`src/tile_cfg_pkg.sv`:
```
// Configuration of the accelerator tile memory system
// Address map, scratchpad geometry and the width types shared by RTL and testbench
// Import with a wildcard where the types or the map are needed
package tile_cfg_pkg;

  localparam int unsigned ADDR_W       = 32;             // Byte address width
  localparam int unsigned DATA_W       = 32;             // Data word width
  localparam int unsigned BE_W         = DATA_W / 8;     // Byte enables per word
  localparam int unsigned N_BANKS      = 4;              // Scratchpad banks
  localparam int unsigned N_WORDS_BANK = 256;            // Rows per bank

  localparam int unsigned BYTE_OFF_W   = $clog2(BE_W);          // Byte inside a word
  localparam int unsigned BANK_IDX_W   = $clog2(N_BANKS);       // Bank select bits
  localparam int unsigned WORD_IDX_W   = $clog2(N_WORDS_BANK);  // Row select bits
  localparam int unsigned SPM_ADDR_W   = WORD_IDX_W + BANK_IDX_W + BYTE_OFF_W; // L1 offset

  typedef logic [ADDR_W-1:0]     addr_t;      // Byte address
  typedef logic [DATA_W-1:0]     data_t;      // Data word
  typedef logic [BE_W-1:0]       be_t;        // Byte enables
  typedef logic [SPM_ADDR_W-1:0] spm_addr_t;  // Byte offset inside L1
  typedef logic [BANK_IDX_W-1:0] bank_idx_t;  // Offset bits 3:2
  typedef logic [WORD_IDX_W-1:0] word_idx_t;  // Offset bits 11:4

  // L1 scratchpad window, 4 KiB
  localparam addr_t L1_BASE = 32'h1000_0000;
  localparam addr_t L1_END  = 32'h1000_0FFF;

  // External L2 window, 1 MiB
  localparam addr_t L2_BASE = 32'h1C00_0000;
  localparam addr_t L2_END  = 32'h1C0F_FFFF;

  // Word interleaving puts the bank right above the byte offset
  localparam int unsigned BANK_LSB = BYTE_OFF_W;              // Lowest bank bit
  localparam int unsigned WORD_LSB = BYTE_OFF_W + BANK_IDX_W; // Lowest row bit

endpackage

```
`src/tile_mem_pkg.sv`:
```
// Transaction types of the tile memory system
// Request and response structs of the core, accelerator and L2 ports,
// the bank-side request and the state encoding of the address demux
package tile_mem_pkg;

  import tile_cfg_pkg::*;

  // Core and L2 side request, fields held until gnt
  typedef struct packed {
    logic  req;    // Request strobe
    addr_t addr;   // Full byte address
    logic  we;     // Write when set
    be_t   be;     // Byte enables
    data_t wdata;  // Write data
  } mem_req_t;

  // Response shared by all ports
  typedef struct packed {
    logic  gnt;     // Request accepted this cycle
    logic  rvalid;  // Response valid
    data_t rdata;   // Read data
    logic  err;     // Error on the transaction
  } mem_rsp_t;

  // Accelerator request, addresses only the scratchpad
  typedef struct packed {
    logic      req;
    spm_addr_t addr;   // L1 byte offset
    logic      we;
    be_t       be;
    data_t     wdata;
  } acc_req_t;

  // One bank access per cycle
  typedef struct packed {
    logic      en;     // Access strobe
    logic      we;     // Write when set
    be_t       be;
    word_idx_t word;   // Row in the bank
    data_t     wdata;
  } bank_req_t;

  // Target of the outstanding core transaction
  typedef enum logic [1:0] {
    TGT_NONE = 2'd0,  // Idle
    TGT_L1   = 2'd1,  // Scratchpad
    TGT_L2   = 2'd2,  // External L2
    TGT_ERR  = 2'd3   // Unmapped
  } demux_tgt_e;

endpackage

```
`src/tile_addr_demux.sv`:
```
// Address demux of the core data port
// Sends each access to the L1 path, the external L2 port or the error responder
// by address window. One transaction may be outstanding at a time
`timescale 1ns/1ns

module tile_addr_demux
  import tile_cfg_pkg::*;
  import tile_mem_pkg::*;
(
  input  logic     clk_i,
  input  logic     rst_ni,
  input  mem_req_t core_req_i,   // Qualified core request
  output mem_rsp_t core_rsp_o,
  output mem_req_t l1_req_o,     // Towards the bank crossbar
  input  mem_rsp_t l1_rsp_i,
  output mem_req_t l2_req_o,     // External L2 port
  input  mem_rsp_t l2_rsp_i
);

  demux_tgt_e tgt_q;       // Target of the outstanding access
  demux_tgt_e tgt_d;
  logic       hit_l1;
  logic       hit_l2;
  logic       idle;        // Nothing outstanding
  logic       accept;      // Core request taken this cycle

  // Windows do not overlap
  assign hit_l1 = (core_req_i.addr >= L1_BASE) && (core_req_i.addr <= L1_END);
  assign hit_l2 = (core_req_i.addr >= L2_BASE) && (core_req_i.addr <= L2_END);
  assign idle   = (tgt_q == TGT_NONE);

  // Fields pass through, only the strobe is steered
  always_comb begin : route_req
    l1_req_o     = core_req_i;
    l1_req_o.req = core_req_i.req && idle && hit_l1;
    l2_req_o     = core_req_i;
    l2_req_o.req = core_req_i.req && idle && hit_l2;
  end

  always_comb begin : next_tgt
    accept = 1'b0;
    tgt_d  = tgt_q;
    if (idle) begin
      if (l1_req_o.req && l1_rsp_i.gnt) begin
        accept = 1'b1;
        tgt_d  = TGT_L1;
      end else if (l2_req_o.req && l2_rsp_i.gnt) begin
        accept = 1'b1;
        tgt_d  = TGT_L2;
      end else if (core_req_i.req && !hit_l1 && !hit_l2) begin
        accept = 1'b1;          // Unmapped is taken at once
        tgt_d  = TGT_ERR;
      end
    end else if (core_rsp_o.rvalid) begin
      tgt_d = TGT_NONE;         // Free again after the response
    end
  end

  always_comb begin : steer_rsp
    core_rsp_o     = '0;
    core_rsp_o.gnt = accept;
    case (tgt_q)
      TGT_L1: begin
        core_rsp_o.rvalid = l1_rsp_i.rvalid;
        core_rsp_o.rdata  = l1_rsp_i.rdata;
        core_rsp_o.err    = l1_rsp_i.err;
      end
      TGT_L2: begin
        core_rsp_o.rvalid = l2_rsp_i.rvalid;  // Variable latency
        core_rsp_o.rdata  = l2_rsp_i.rdata;
        core_rsp_o.err    = l2_rsp_i.err;
      end
      TGT_ERR: begin
        core_rsp_o.rvalid = 1'b1;             // One cycle after acceptance
        core_rsp_o.err    = 1'b1;
      end
      default: begin
        core_rsp_o.rvalid = 1'b0;
      end
    endcase
  end

  always_ff @(posedge clk_i or negedge rst_ni) begin : tgt_reg
    if (!rst_ni) begin
      tgt_q <= TGT_NONE;
    end else begin
      tgt_q <= tgt_d;
    end
  end

endmodule

```
`config.mk`:
```
export PLATFORM = sky130hd
export DESIGN_NAME = tile_addr_demux
export DESIGN_NICKNAME = d
export VERILOG_FILES = /design/src/tile_cfg_pkg.sv /design/src/tile_mem_pkg.sv /design/src/tile_addr_demux.sv
export SDC_FILE = /design/constraint.sdc
export NUM_CORES = 1
export LEC_CHECK = 0
export CAP_MARGIN = 20
export CORE_AREA = 2 2 123 125
export DETAILED_ROUTE_END_ITERATION = 6
export DIE_AREA = 0 0 125 127
export DONT_BUFFER_PORTS = 1
export PLACE_DENSITY = 0.3
export REMOVE_ABC_BUFFERS = 1
export SETUP_SLACK_MARGIN = 0.05
export SLEW_MARGIN = 20
export SYNTH_ARGS = -nofsm -noshare
export SYNTH_HDL_FRONTEND = slang
export SYNTH_SLANG_ARGS = --single-unit
```
`constraint.sdc`:
```
create_clock -name clk_i -period 3.2 [get_ports clk_i]
set_input_delay 0.48 -clock clk_i [delete_from_list [all_inputs] [get_ports clk_i]]
set_output_delay 0.48 -clock clk_i [all_outputs]
set_load 0.05 [all_outputs]
```
==> summary.txt <==
Switching Fraction: 0.611
Die H: 127 um
Simple-gate share of the synthesized area: 0.182
Crit Path Category: flip-flop to output port
Internal: 0.809 mW
Num CTS Buffers: 3
Reg-to-Reg End: tgt_q[0]$_DFFE_PN0P_
1st-iter DRT viols: 68
Final-stage net count: 296
Via density: 4.00
Final Hold Viols: 0
Core Region: 14400 sq um
Share of layout cells above drive strength 1: 0.324
Final setup fails: 0
# fillers: 1705
CP Data Arrival Time: 2.04 ns
Crit share post-route: 0.789
Type of origin of the critical path: flip-flop
Initial Utilization: 0.129
Via count: 1328
Post-synthesis xor/xnor area fraction: 0
IO Count: 317
Critical Path RT: 2.72 ns
Clk_skew: 0.00106 ns
Total GRT Usage: 0.152
R2R setup slack: 1.19 ns
CTS max path bufs: 2
Seq pwr share: 0.025
Most flops, register: tgt_q
Vias in the first global route: 1242
Worst-path clk slew: 0.03 ns
Mapped Cells: 256
Compound-cell area share of the yosys netlist: 0.170
# DRC: 0
Final hold slack: 0.517 ns
1st-pass router iterations: 4
Routability Congestion: 0.792
RSZ-0062 raised after global routing: no
Largest registers: tgt_q (2)
Final TNS setup: 0 ns
Synth top area cells: buf_4 56%, a22oi_1 13%, nor2b_1 11%, dfrtp_1 2.7%, ha_1 2.7%
P_sw: 1.27 mW
Max reg flops: 2
Root Buffer: clkbuf_16
Post-DR wirelength/cell: 39.1 um
Worst min path class: input pin to asynchronous set/reset pin
CTS tree: yes
Number of setup buffers added after CTS: 0
Clk sinks: 2
Initial antenna violation count: 0
GRT overflow: 0
First-pass GRT wire length: 15400 um
Mux contribution to synthesized area: 0
Synth Area in Adders: 0.0269
Max-Cap Viols: 0
Most common cell after layout, fill and taps aside: buf_4
Syn avg cell area: 7.27 sq um
Most frequent cells in the layout: 37 x buf_4, 32 x a22oi_1, 32 x nor2b_1
Period minus WS final: 2.52 ns
Least-Margin Pin Slew: 0.607 ns
Slew margin rel.: 0.595
Critical Path Sink Type: output port
R2R Path Start: tgt_q[1]$_DFFE_PN0P_
Count of cell types in the netlist: 25
H-tree lvl count: 1
Top cell type's share of synthesized area: 0.561
Largest net degree at the start of global routing: 33
Warnings from Yosys: 0
Hold-fix buffer count after cts: 1
Antenna cell count: 0
Antenna-violating nets left: 0
Reg2Reg Depth: 6
Cell row count: 44
Leak: 0.500 nW
Routed wire length: 13000 um
Cts repair resizes: 0
Clock network power share: 0.088
Synthesized cell area: 1860 sq um
CP Max Fanout: 9
Main combinational cell family by area after synthesis: buffers and inverters
Die ar.: 15900 sq um
Post-synthesis sequential area ratio: 0.0269
Outcome: finished clean
Clock Latency Late Sink: 0.22 ns
Power per cell area: 1480 nW/um^2
Die Span X: 125 um
I/O Buffers: 0
Register bit total from synthesis: 2
Max IR drop VDD: 0.319 mV
Layout area overhead: -24.3%
Area leader, netlist: buf_4
Highest clock rate: 396 MHz
HPWL after DPL: 11900 um
Slew Viols, Final: 0
Combinational Power Share: 0.887
## cell usage after synthesis
library cell and count:
o21ai_0 4, nor3_1 3, ha_1 4, nor4b_1 1, o221ai_1 1, o21a_1 2
a22o_1 1, nor4_1 1, nor4_4 1, and3_2 1, nand4_2 1, buf_4 139
nor2_1 5, a22oi_1 32, nand3_1 2, buf_2 1, and3_1 1, nor4_2 2
inv_1 4, nor2b_1 32, a31oi_1 1, nand2_1 2, dfrtp_1 2, a221oi_1 2
clkbuf_1 11
## cell families after synthesis
| family | count (synthesis) |
|---|---|
| AOI/OAI and AO/OA | 43 |
| adders and majority gates | 4 |
| buffers and inverters | 155 |
| DFF | 2 |
| and+or+nand+nor | 52 |
## through the flow
step	total power [mW]	instance area [sq um]	setup slack, ns	util	std cells
final	2.08	1410	0.675	0.0977	332
after global routing	2.20	1410	0.556	0.0977	332
after CTS	2.11	1410	0.671	0.0977	332
after detailed placement	1.91	1320	0.823	0.0918	328
after global placement	1.92	1320	0.872	0.0918	328
after floorplan	1.37	771	0.592	-	105
## how the worst max path moves through the flow
| stage | startpoint | end | slack, ns | cells after the start |
|---|---|---|---|---|
| after floorplan | tgt_q[1]$_DFFE_PN0P_ | core_rsp_o[33] | 0.59 | 4 |
| after global placement | core_req_i[50] | core_rsp_o[34] | 0.87 | 4 |
| after detailed placement | core_req_i[49] | core_rsp_o[34] | 0.82 | 4 |
| after CTS | tgt_q[1]$_DFFE_PN0P_ | core_rsp_o[34] | 0.67 | 5 |
| after global routing | tgt_q[1]$_DFFE_PN0P_ | core_rsp_o[34] | 0.56 | 5 |
| final | tgt_q[1]$_DFFE_PN0P_ | core_rsp_o[34] | 0.68 | 5 |
## power by group through the flow
| stage | sequential, mW | combinational, mW | clock [mW] |
|---|---|---|---|
| floorplan | 0.0486 | 1.32 | 0 |
| global placement | 0.0512 | 1.87 | 0 |
| detailed placement | 0.0520 | 1.86 | 0 |
| CTS | 0.0518 | 1.87 | 0.188 |
| global route | 0.0530 | 1.96 | 0.192 |
| finish | 0.0516 | 1.85 | 0.183 |
## cell type report
cell class | count | area [sq um] | area share
multi-input combinational | 99 | 711 | 0.504
tap | 184 | 230 | 0.163
inverter | 4 | 15.0 | 0.0107
sequential | 2 | 50.0 | 0.0355
clock buffer | 3 | 75.1 | 0.0533
timing repair buffer | 40 | 328 | 0.233
## metal layers
layer	global-route usage	wire length (um)	vias to the layer above
li1	-	-	503
met1	0.0964	2870	535
met2	0.260	6230	286
met3	0.209	3850	4
met4	0.00980	26	0
met5	0.0217	0	-
## worst max-delay path: stages (launching register included)
cell and delay, ns:
dfrtp_1 0.38, inv_1 0.12, ha_1 0.34, nand2_1 0.19, nor4_2 0.31, o21a_1 0.48
(Power assumes the default switching activity.)
