--- config.mk ---
export PLATFORM = sky130hd
export DESIGN_NAME = tile_bank_xbar
export DESIGN_NICKNAME = d
export VERILOG_FILES = /design/src/tile_cfg_pkg.sv /design/src/tile_mem_pkg.sv /design/src/tile_bank_xbar.sv
export SDC_FILE = /design/constraint.sdc
export NUM_CORES = 1
export LEC_CHECK = 0
export BUFFER_PORTS_ARGS = -buffer_cell sky130_fd_sc_hd__clkbuf_2
export CAP_MARGIN = 20
export CORE_AREA = 10 10 189 191
export CTS_CLUSTER_SIZE = 28
export DETAILED_ROUTE_END_ITERATION = 6
export DIE_AREA = 0 0 199 201
export GPL_TIMING_DRIVEN = 0
export SLEW_MARGIN = 40
export SYNTH_ARGS = -nofsm -noshare
export SYNTH_HDL_FRONTEND = slang
export SYNTH_SLANG_ARGS = --single-unit
--- constraint.sdc ---
create_clock -name clk_i -period 6.4 [get_ports clk_i]
set_clock_uncertainty 0.15 [all_clocks]
set_input_delay 1.92 -clock clk_i [delete_from_list [all_inputs] [get_ports clk_i]]
set_output_delay 1.92 -clock clk_i [all_outputs]
set_load 0.05 [all_outputs]
--- src/tile_cfg_pkg.sv ---
// Configuration of the accelerator tile memory system
// Address map, scratchpad geometry and the width types shared by RTL and testbench
// Import with a wildcard where the types or the map are needed
package tile_cfg_pkg;

  localparam int unsigned ADDR_W       = 32;             // Byte address width
  localparam int unsigned DATA_W       = 32;             // Data word width
  localparam int unsigned BE_W         = DATA_W / 8;     // Byte enables per word
  localparam int unsigned N_BANKS      = 4;              // Scratchpad banks
  localparam int unsigned N_WORDS_BANK = 256;            // Rows per bank

  localparam int unsigned BYTE_OFF_W   = $clog2(BE_W);          // Byte inside a word
  localparam int unsigned BANK_IDX_W   = $clog2(N_BANKS);       // Bank select bits
  localparam int unsigned WORD_IDX_W   = $clog2(N_WORDS_BANK);  // Row select bits
  localparam int unsigned SPM_ADDR_W   = WORD_IDX_W + BANK_IDX_W + BYTE_OFF_W; // L1 offset

  typedef logic [ADDR_W-1:0]     addr_t;      // Byte address
  typedef logic [DATA_W-1:0]     data_t;      // Data word
  typedef logic [BE_W-1:0]       be_t;        // Byte enables
  typedef logic [SPM_ADDR_W-1:0] spm_addr_t;  // Byte offset inside L1
  typedef logic [BANK_IDX_W-1:0] bank_idx_t;  // Offset bits 3:2
  typedef logic [WORD_IDX_W-1:0] word_idx_t;  // Offset bits 11:4

  // L1 scratchpad window, 4 KiB
  localparam addr_t L1_BASE = 32'h1000_0000;
  localparam addr_t L1_END  = 32'h1000_0FFF;

  // External L2 window, 1 MiB
  localparam addr_t L2_BASE = 32'h1C00_0000;
  localparam addr_t L2_END  = 32'h1C0F_FFFF;

  // Word interleaving puts the bank right above the byte offset
  localparam int unsigned BANK_LSB = BYTE_OFF_W;              // Lowest bank bit
  localparam int unsigned WORD_LSB = BYTE_OFF_W + BANK_IDX_W; // Lowest row bit

endpackage

--- src/tile_mem_pkg.sv ---
// Transaction types of the tile memory system
// Request and response structs of the core, accelerator and L2 ports,
// the bank-side request and the state encoding of the address demux
package tile_mem_pkg;

  import tile_cfg_pkg::*;

  // Core and L2 side request, fields held until gnt
  typedef struct packed {
    logic  req;    // Request strobe
    addr_t addr;   // Full byte address
    logic  we;     // Write when set
    be_t   be;     // Byte enables
    data_t wdata;  // Write data
  } mem_req_t;

  // Response shared by all ports
  typedef struct packed {
    logic  gnt;     // Request accepted this cycle
    logic  rvalid;  // Response valid
    data_t rdata;   // Read data
    logic  err;     // Error on the transaction
  } mem_rsp_t;

  // Accelerator request, addresses only the scratchpad
  typedef struct packed {
    logic      req;
    spm_addr_t addr;   // L1 byte offset
    logic      we;
    be_t       be;
    data_t     wdata;
  } acc_req_t;

  // One bank access per cycle
  typedef struct packed {
    logic      en;     // Access strobe
    logic      we;     // Write when set
    be_t       be;
    word_idx_t word;   // Row in the bank
    data_t     wdata;
  } bank_req_t;

  // Target of the outstanding core transaction
  typedef enum logic [1:0] {
    TGT_NONE = 2'd0,  // Idle
    TGT_L1   = 2'd1,  // Scratchpad
    TGT_L2   = 2'd2,  // External L2
    TGT_ERR  = 2'd3   // Unmapped
  } demux_tgt_e;

endpackage

--- src/tile_bank_xbar.sv ---
// Scratchpad crossbar between the two requesters and the banks
// The accelerator port wins a bank over the core L1 path in the same cycle,
// different banks are served in parallel. Responses follow one cycle after gnt
`timescale 1ns/1ns

module tile_bank_xbar
  import tile_cfg_pkg::*;
  import tile_mem_pkg::*;
(
  input  logic                    clk_i,
  input  logic                    rst_ni,
  input  mem_req_t                core_req_i,    // Core path, L1 addresses only
  output mem_rsp_t                core_rsp_o,
  input  acc_req_t                acc_req_i,     // Accelerator port
  output mem_rsp_t                acc_rsp_o,
  output bank_req_t [N_BANKS-1:0] bank_req_o,    // One request per bank
  input  data_t     [N_BANKS-1:0] bank_rdata_i   // Registered bank read words
);

  spm_addr_t core_off;      // Core offset inside L1
  bank_idx_t core_bank;
  word_idx_t core_word;
  bank_idx_t acc_bank;
  word_idx_t acc_word;

  logic      core_gnt;
  logic      acc_gnt;
  logic      conflict;      // Both ports hit the same bank

  logic      core_vld_q;    // Core access accepted last cycle
  bank_idx_t core_bank_q;   // Bank that served it
  logic      acc_vld_q;
  bank_idx_t acc_bank_q;

  // Word interleaved decode
  assign core_off  = core_req_i.addr[SPM_ADDR_W-1:0];
  assign core_bank = core_off[BANK_LSB +: BANK_IDX_W];
  assign core_word = core_off[WORD_LSB +: WORD_IDX_W];
  assign acc_bank  = acc_req_i.addr[BANK_LSB +: BANK_IDX_W];
  assign acc_word  = acc_req_i.addr[WORD_LSB +: WORD_IDX_W];

  // Fixed priority, accelerator first
  assign conflict = acc_req_i.req && core_req_i.req && (acc_bank == core_bank);
  assign acc_gnt  = acc_req_i.req;             // Never blocked
  assign core_gnt = core_req_i.req && !conflict; // Waits on a bank clash

  always_comb begin : bank_drive
    for (int b = 0; b < N_BANKS; b++) begin
      bank_req_o[b] = '0;                          // Idle bank
      if (acc_req_i.req && (acc_bank == bank_idx_t'(b))) begin
        bank_req_o[b] = '{
          en:    1'b1,
          we:    acc_req_i.we,
          be:    acc_req_i.be,
          word:  acc_word,
          wdata: acc_req_i.wdata
        };
      end else if (core_req_i.req && (core_bank == bank_idx_t'(b))) begin
        bank_req_o[b] = '{
          en:    1'b1,
          we:    core_req_i.we,
          be:    core_req_i.be,
          word:  core_word,
          wdata: core_req_i.wdata
        };
      end
    end
  end

  // Track the accepted access of each port for its response
  always_ff @(posedge clk_i or negedge rst_ni) begin : rsp_track
    if (!rst_ni) begin
      core_vld_q  <= 1'b0;
      core_bank_q <= '0;
      acc_vld_q   <= 1'b0;
      acc_bank_q  <= '0;
    end else begin
      core_vld_q <= core_gnt;
      acc_vld_q  <= acc_gnt;
      if (core_gnt) begin
        core_bank_q <= core_bank;
      end
      if (acc_gnt) begin
        acc_bank_q <= acc_bank;
      end
    end
  end

  assign core_rsp_o = '{
    gnt:    core_gnt,
    rvalid: core_vld_q,
    rdata:  bank_rdata_i[core_bank_q],  // Word read in the accepting cycle
    err:    1'b0
  };

  assign acc_rsp_o = '{
    gnt:    acc_gnt,
    rvalid: acc_vld_q,
    rdata:  bank_rdata_i[acc_bank_q],
    err:    1'b0
  };

endmodule

==> summary.md, run 1 <==
Static timing analysis puts the maximum clock frequency at 168 MHz. The number of global-route vias before repair was 6,150. The critical path arrival was 3900 ps; the worst slew slack as a fraction of its limit was 47.2%. For this run, the leading register cell type out of synthesis is dfrtp_1. Synthesis produced a netlist whose cell count is 343. The longest clock path from root to sink contains 2 buffers. The smallest clock period supported by the final layout is computed as 5970 ps. The kind of capture point of the worst setup path was a primary output. Across the run, the number of max-cap violations was 0.

The first-pass GRT wire length was 40.5 mm; the number of enable flip-flop cells after synthesis was 0. During synthesis, Yosys emitted a total of 0 warnings. The final route contains 5,812 vias. In the routed design, unresolved DRC markers number 0. STA classifies the critical path startpoint as an input port.

Buffers inserted to repair hold after CTS numbered 0. For the pin with the worst max-slew slack, the measured transition is 790 ps. For the post-CTS setup buffer count, the log shows 0.

The total of endpoints with negative setup slack in the final report is 0, and the CTS clock-pin slew for the worst setup and hold paths is 30 ps. The fraction of registers with async set/reset works out to 100%. The top cell types in the final layout, fill and taps aside, are 476 x clkbuf_2, 180 x a22o_1, 64 x mux4_2, 39 x buf_2, 8 x buf_6. The power density over the cells was 182 nW/µm². The worst hold path belongs to the class flip-flop to flip-flop. The tools report the detailed-routing iteration count for the pre-antenna-repair pass as 4.

The detailed-route vias per instance was 4.72; the number of placed I/O pins was 504. The tightest hold path in the finished design has a slack of 857 ps. The tools report the number of levels the H-tree was split into as 1.

For this design the static power due to leakage is 0.00357 µW. In the final layout, the share of cells above drive strength 1 is 73.3%. Summed over all instances, the cell type with the most area after synthesis is a22o_1. The top cell type by area accounts for 41.6% of the synthesized area. For this design the total switching power over the nets is 790 µW. Global routing used 13.1% of the available tracks across all layers.

The clock sink total came out at 6. After the first detailed-routing iteration, the DRC count stood at 372. In this run, synthesis produced a sequential element count of 6.

Of all nets on the critical path, the largest fanout is 10. Highest routing layer actually used: met4. For the final-report hold violation count, the log shows 0. Total congestion overflow: 0. Number of antenna violations at the first check in global routing: 0. The average wire per standard cell works out to 23.4 µm. Routability-driven placement finished with a final weighted congestion of 0.912. The floorplan step defined a die boundary enclosing 40,000 µm². In the post-synthesis netlist, the biggest area contributors are a22o_1 42%, mux4_2 38%, buf_2 5.2%. The number of max-slew violations in the final report is 0, and the count of buffers inserted at the top-level ports is 476. The flow ran to the end, and the final reports show no timing, DRC or antenna violations. Net switching is 64.2% of the power. Entering global routing, the biggest net connects 11 pins.

The net count of the finished layout is 1,075. The mapped netlist covers 3790 µm². The clock network is responsible for 8.3% of the overall power.

The run gives 230 ps as the clock latency at the later pin of the worst-skew pair. The logic gate share of total power is 88.2%, and the overall routed net length is 28.8 mm. The detailed router put a total of 10.4 mm of wire on met1. Setup repair after global routing left no endpoint under its margin. The repair_antennas step left the layout with diodes totalling 0. In this run the vertical extent of the chip is 201 µm. The endpoint required time on the critical path is 4330 ps. VDD sags by at most 0.0689 mV. Dividing the synthesized area by the synthesized cell count gives 11.0 µm². Wire segments on met2 add up to 15.1 mm in the final route. The number of gates resized after cts is 0.

In the detailed route, the total length drawn on met3 is 2.82 mm. TritonCTS built the clock tree. The region available for standard cell placement spans 32,000 µm².

The netlist uses 31 different library cells. The most common cell after layout, fill and taps aside was clkbuf_2. The final critical path takes up 93.2% of the cycle.

Compared with the post-synthesis result, the final layout area differs by 78.6%. The internal power component was 441 µW; the number of CTS-inserted buffers was 3. The number of antenna-violating nets in the routed design came out at 0. The placement row count was 66. The tools report the initial core utilization as 11.8%. The detailed placer's ending HPWL came out at 24.7 mm. By startpoint and endpoint, the worst setup path is classified as input port to primary output. The die width was 199 µm.

The setup TNS after final layout is 0 ps. CTS placed an instance of clkbuf_16 at the clock tree root. The part of the Yosys area used for sequential elements is 3.96%, and the portion of total power attributed to sequential cells is 3.5%.
-- worst paths after layout --
check                                from         endpoint  slack (ps)  cells past startpoint
setup / recovery            acc_req_i[49]  bank_req_o[169]         430                      7
hold / removal             core_bank_q[1]   core_bank_q[1]         860                      4
setup reg to reg           core_bank_q[1]   core_bank_q[1]        4600                      4
hold reg to reg            core_bank_q[1]   core_bank_q[1]         860                      4
max in group asynchronous          rst_ni    acc_bank_q[0]        4570                      1
min in group asynchronous          rst_ni    acc_bank_q[1]        1370                      1
-- per-layer routing --
metal | track usage, % | vias to the layer above
met5 | 0 | -
met4 | 2.86 | 0
met3 | 3.72 | 30
met2 | 24.9 | 407
met1 | 13.8 | 2854
li1 | - | 2521
-- registers in the layout (all words and copies together), names as in the netlist --
| signal | flops |
|---|---|
| core_bank_q | 2 |
| core_vld_q | 1 |
| acc_vld_q | 1 |
| acc_bank_q | 2 |
-- critical path, stage by stage --
cell	delay, ps
clkbuf_2	140
buf_2	190
and3_1	220
nor2_2	530
buf_2	400
a22o_1	180
clkbuf_2	300
-- Yosys cell counts (all sizes together) (2+ instances only) --
| cell | count |
|---|---|
| nand2 | 3 |
| clkbuf | 7 |
| and3b | 2 |
| mux2 | 2 |
| dfrtp | 6 |
| a22o | 180 |
| nor3 | 3 |
| nand2b | 3 |
| o21bai | 3 |
| buf | 53 |
| nor3b | 2 |
| mux4 | 64 |
-- power groups by stage --
| stage | combinational [µW] | sequential [µW] | clock, µW |
|---|---|---|---|
| floorplan | 780 | 43.4 | 0 |
| global placement | 1090 | 43.5 | 0 |
| detailed placement | 1090 | 43.6 | 0 |
| CTS | 1100 | 43.1 | 105 |
| global route | 1140 | 43.5 | 108 |
| finish | 1090 | 43.1 | 102 |
-- through the flow --
stage	total power (µW)	util, %	cells	setup slack (ps)	instance area, µm²
2_1_floorplan	823	-	344	1110	3790
3_3_place_gp	1130	20.9	1228	70.5	6680
3_5_place_dp	1140	20.9	1228	354	6690
4_1_cts	1240	21.1	1231	345	6770
5_1_grt	1290	21.1	1231	273	6770
6_report	1230	21.1	1231	432	6770
-- kinds of logic (layout without fill, tap and decap cells) --
| kind of cell | after synthesis | count (layout) | share of synthesized area, % |
|---|---|---|---|
| XOR/XNOR | 2 | 2 | 0.463 |
| AND/OR/NAND/NOR | 18 | 18 | 3.80 |
| other | 1 | 2 | 0.0990 |
| multiplexers | 67 | 67 | 38.9 |
| AO/OA/AOI/OAI | 188 | 188 | 43.2 |
| flip-flops | 6 | 6 | 3.96 |
| buffers and inverters | 61 | 540 | 9.51 |
-- final cells by class --
| cell class | instances | area [µm²] |
|---|---|---|
| buffer | 60 | 357 |
| clock buffer | 3 | 75.1 |
| fill | 3598 | 25300 |
| inverter | 1 | 3.75 |
| multi-input combinational | 277 | 3290 |
| sequential | 6 | 150 |
| tap | 408 | 510 |
| timing repair buffer | 476 | 2380 |
Power figures use the tool's default switching activity.
==> inputs of run 2 (changes only) <==
Settings changed: CORE_AREA 10 10 189 191 to 2 2 197 199.
==> run 2 against run 1 <==
Global-route usage shrank 1.6 points. Flip-flop and latch count stayed put. Non-clock buffer count grew 2. Total power shrank 0.78%. Critical endpoint is now bank_req_o[34].
==> summary.md, run 2 (synthesized netlist as in run 1, its figures left out) <==
The floorplan step defined a core boundary enclosing 38,100 µm². After global routing the overflow that remains totals 0. The logs give 1,077 for the net total in the final layout and 9.94% for the initial core utilization. In this run the worst path has a maximum fanout of 10.

In this run the clock root is driven by a clkbuf_16. On the final layout, the worst hold slack is 902 ps. The final critical-path share of the clock period was 94.1%. Setup violations remaining at the end of the flow were counted as 0. For this run, design rule violations remaining after detail routing come to 0. For the worst-skew pair, the clock arrives at the later sink with an insertion delay of 230 ps. The logs give 0 for the number of violations of the max-capacitance limit and 0 for the post-CTS setup buffer count.

The first global-routing pass estimated 34.5 mm of wire. The worst path meets setup with 378 ps of slack. The last weighted congestion value of the routability-driven placer is 0.801. The slew at the pin closest to its max-slew limit was 762 ps.

Kind of start point of the critical path: an input port. After routing, the total negative slack on setup checks comes to 0 ps. Before CTS, the worst setup slack after placement is 181 ps. The logs give 11 for the pin count of the biggest net entering global routing and 5,796 for the number of vias in the routed layout.

The number of antenna violations at the first check in global routing was 12. Deepest clock path buffer count: 2. For the detailed placer's ending HPWL, the log shows 22.0 mm. In the final routed layout, each cell accounts on average for 18.7 µm. Derived from the worst setup path, the maximum achievable clock frequency is 166 MHz. TritonCTS built the clock tree. The number of max-slew violations in the final report was 0; the overall routed net length was 25.3 mm. Power density over the cells: 176 nW/µm². The setup path with the least slack is of type input port to primary output. After clock tree synthesis, the flow added hold-fix buffers numbering 0. For this design the static power due to leakage is 0.00358 µW.

The class of the most critical hold timing path is flip-flop to flip-flop. The flow ran to the end, and the final reports show no timing, DRC or antenna violations. Clock-pin slew was measured on the worst setup and hold paths at 40 ps. The detailed router finished its first iteration with 364 violations.

From synthesis to final layout, the design area changed by 83.5%. Setup repair after global routing left no endpoint under its margin. The tools report the kind of capture point of the worst setup path as a primary output. The endpoint required time on the critical path is 4330 ps.

The worst hold path was traced through 4 stages. The tools report the detailed-routing iteration count for the pre-antenna-repair pass as 5. Count of buffers inserted at the top-level ports: 476. Cells with a size suffix above 1 make up 73.3% of the layout.

The number of global-route vias before repair is 5,645. The run gives 6 as the clock sink total. Die width: 199 µm. Buffers inserted during clock tree synthesis total 3. For the worst setup path, the data arrival time is 3950 ps. The maximum single-stage delay on the critical path was 580 ps. The time the worst path needs with I/O delays and setup came out at 6020 ps.

Die height: 201 µm. The global router's overall resource usage came out at 11.5%. The run gives 0.0540 mV as the maximum vdd ir drop. The logs give 49.0% for the worst slew slack as a fraction of its limit and 1,340 for the count of placed standard cells including taps. During I/O placement, the number of pins put on the boundary was 504. Using the TritonRoute via totals, the vias-per-cell ratio works out to 4.28. The largest registers in the layout are acc_bank_q x2, core_bank_q x2. The number of gates resized after cts is 0. The post-route non-filler standard cell count was 1,353; the number of antenna-violating nets in the routed design was 0. The slowest stage of the critical path is the nor3_4 cell.

The most common cell after layout, fill and taps aside is clkbuf_2. Counting cells, the worst reg-to-reg path comes to 4. Leaving out fill and tap cells, the most frequent cells in the layout are 476 x clkbuf_2, 180 x a22o_1, 64 x mux4_2, 39 x buf_2, 9 x buf_6. The tools report the final-report hold violation count as 0.

The critical path goes through clkbuf_2 -> buf_2 -> nor3b_2 -> nor3_4 -> buf_2 -> a22o_1 -> clkbuf_2. For the number of levels the H-tree was split into, the log shows 1. After floorplanning, the core was divided into 72 placement rows. The floorplan step defined a die boundary enclosing 40,000 µm².
## run 2: cell types whose count changed in the layout (fill, tap and decap cells not counted), sizes merged
cell | before | now
diode | 0 | 10
buf | 53 | 55
## run 2: worst max-delay path: cells and delay by family
| family | cells | cell delay [ps] |
|---|---|---|
| AOI/OAI and AO/OA | 1 | 170 |
| and+or+nand+nor | 2 | 770 |
| buffers and inverters | 4 | 1060 |
## run 2: final timing paths
kind	from	to	slack, ps
max	acc_req_i[49]	bank_req_o[34]	380
min	core_bank_q[1]	core_bank_q[1]	900
max reg2reg	core_bank_q[1]	core_bank_q[1]	4570
min reg2reg	core_bank_q[1]	core_bank_q[1]	900
max in group asynchronous	rst_ni	acc_bank_q[0]	4550
min in group asynchronous	rst_ni	core_vld_q	1370
## run 2: cell type report
type | count | area, µm²
clock buffer | 3 | 75.1
tap | 518 | 648
inverter | 1 | 3.75
sequential | 6 | 150
antenna | 10 | 25.0
buffer | 60 | 357
fill | 4281 | 31200
multi-input combinational | 277 | 3290
timing repair buffer | 478 | 2400
## run 2: per-layer routing
metal,GRT usage [%],wire length [µm]
met1,12.9,9490
met2,20.9,12800
met3,2.00,2130
met4,5.14,877
met5,0,12
## run 2: power breakdown
| part | total [µW] | switching, µW | internal, µW |
|---|---|---|---|
| Combinational | 1070 | 754 | 319 |
| Clock | 106 | 25.3 | 80.7 |
| Sequential | 43.1 | 0.865 | 42.2 |
| Total | 1220 | 780 | 441 |
## run 2: per-stage QoR
stage | power (µW) | util [%] | area, µm²
floorplan | 823 | - | 3790
global placement | 1110 | 17.9 | 6820
detailed placement | 1120 | 18.0 | 6850
CTS | 1230 | 18.2 | 6920
global route | 1280 | 18.2 | 6950
finish | 1220 | 18.2 | 6950
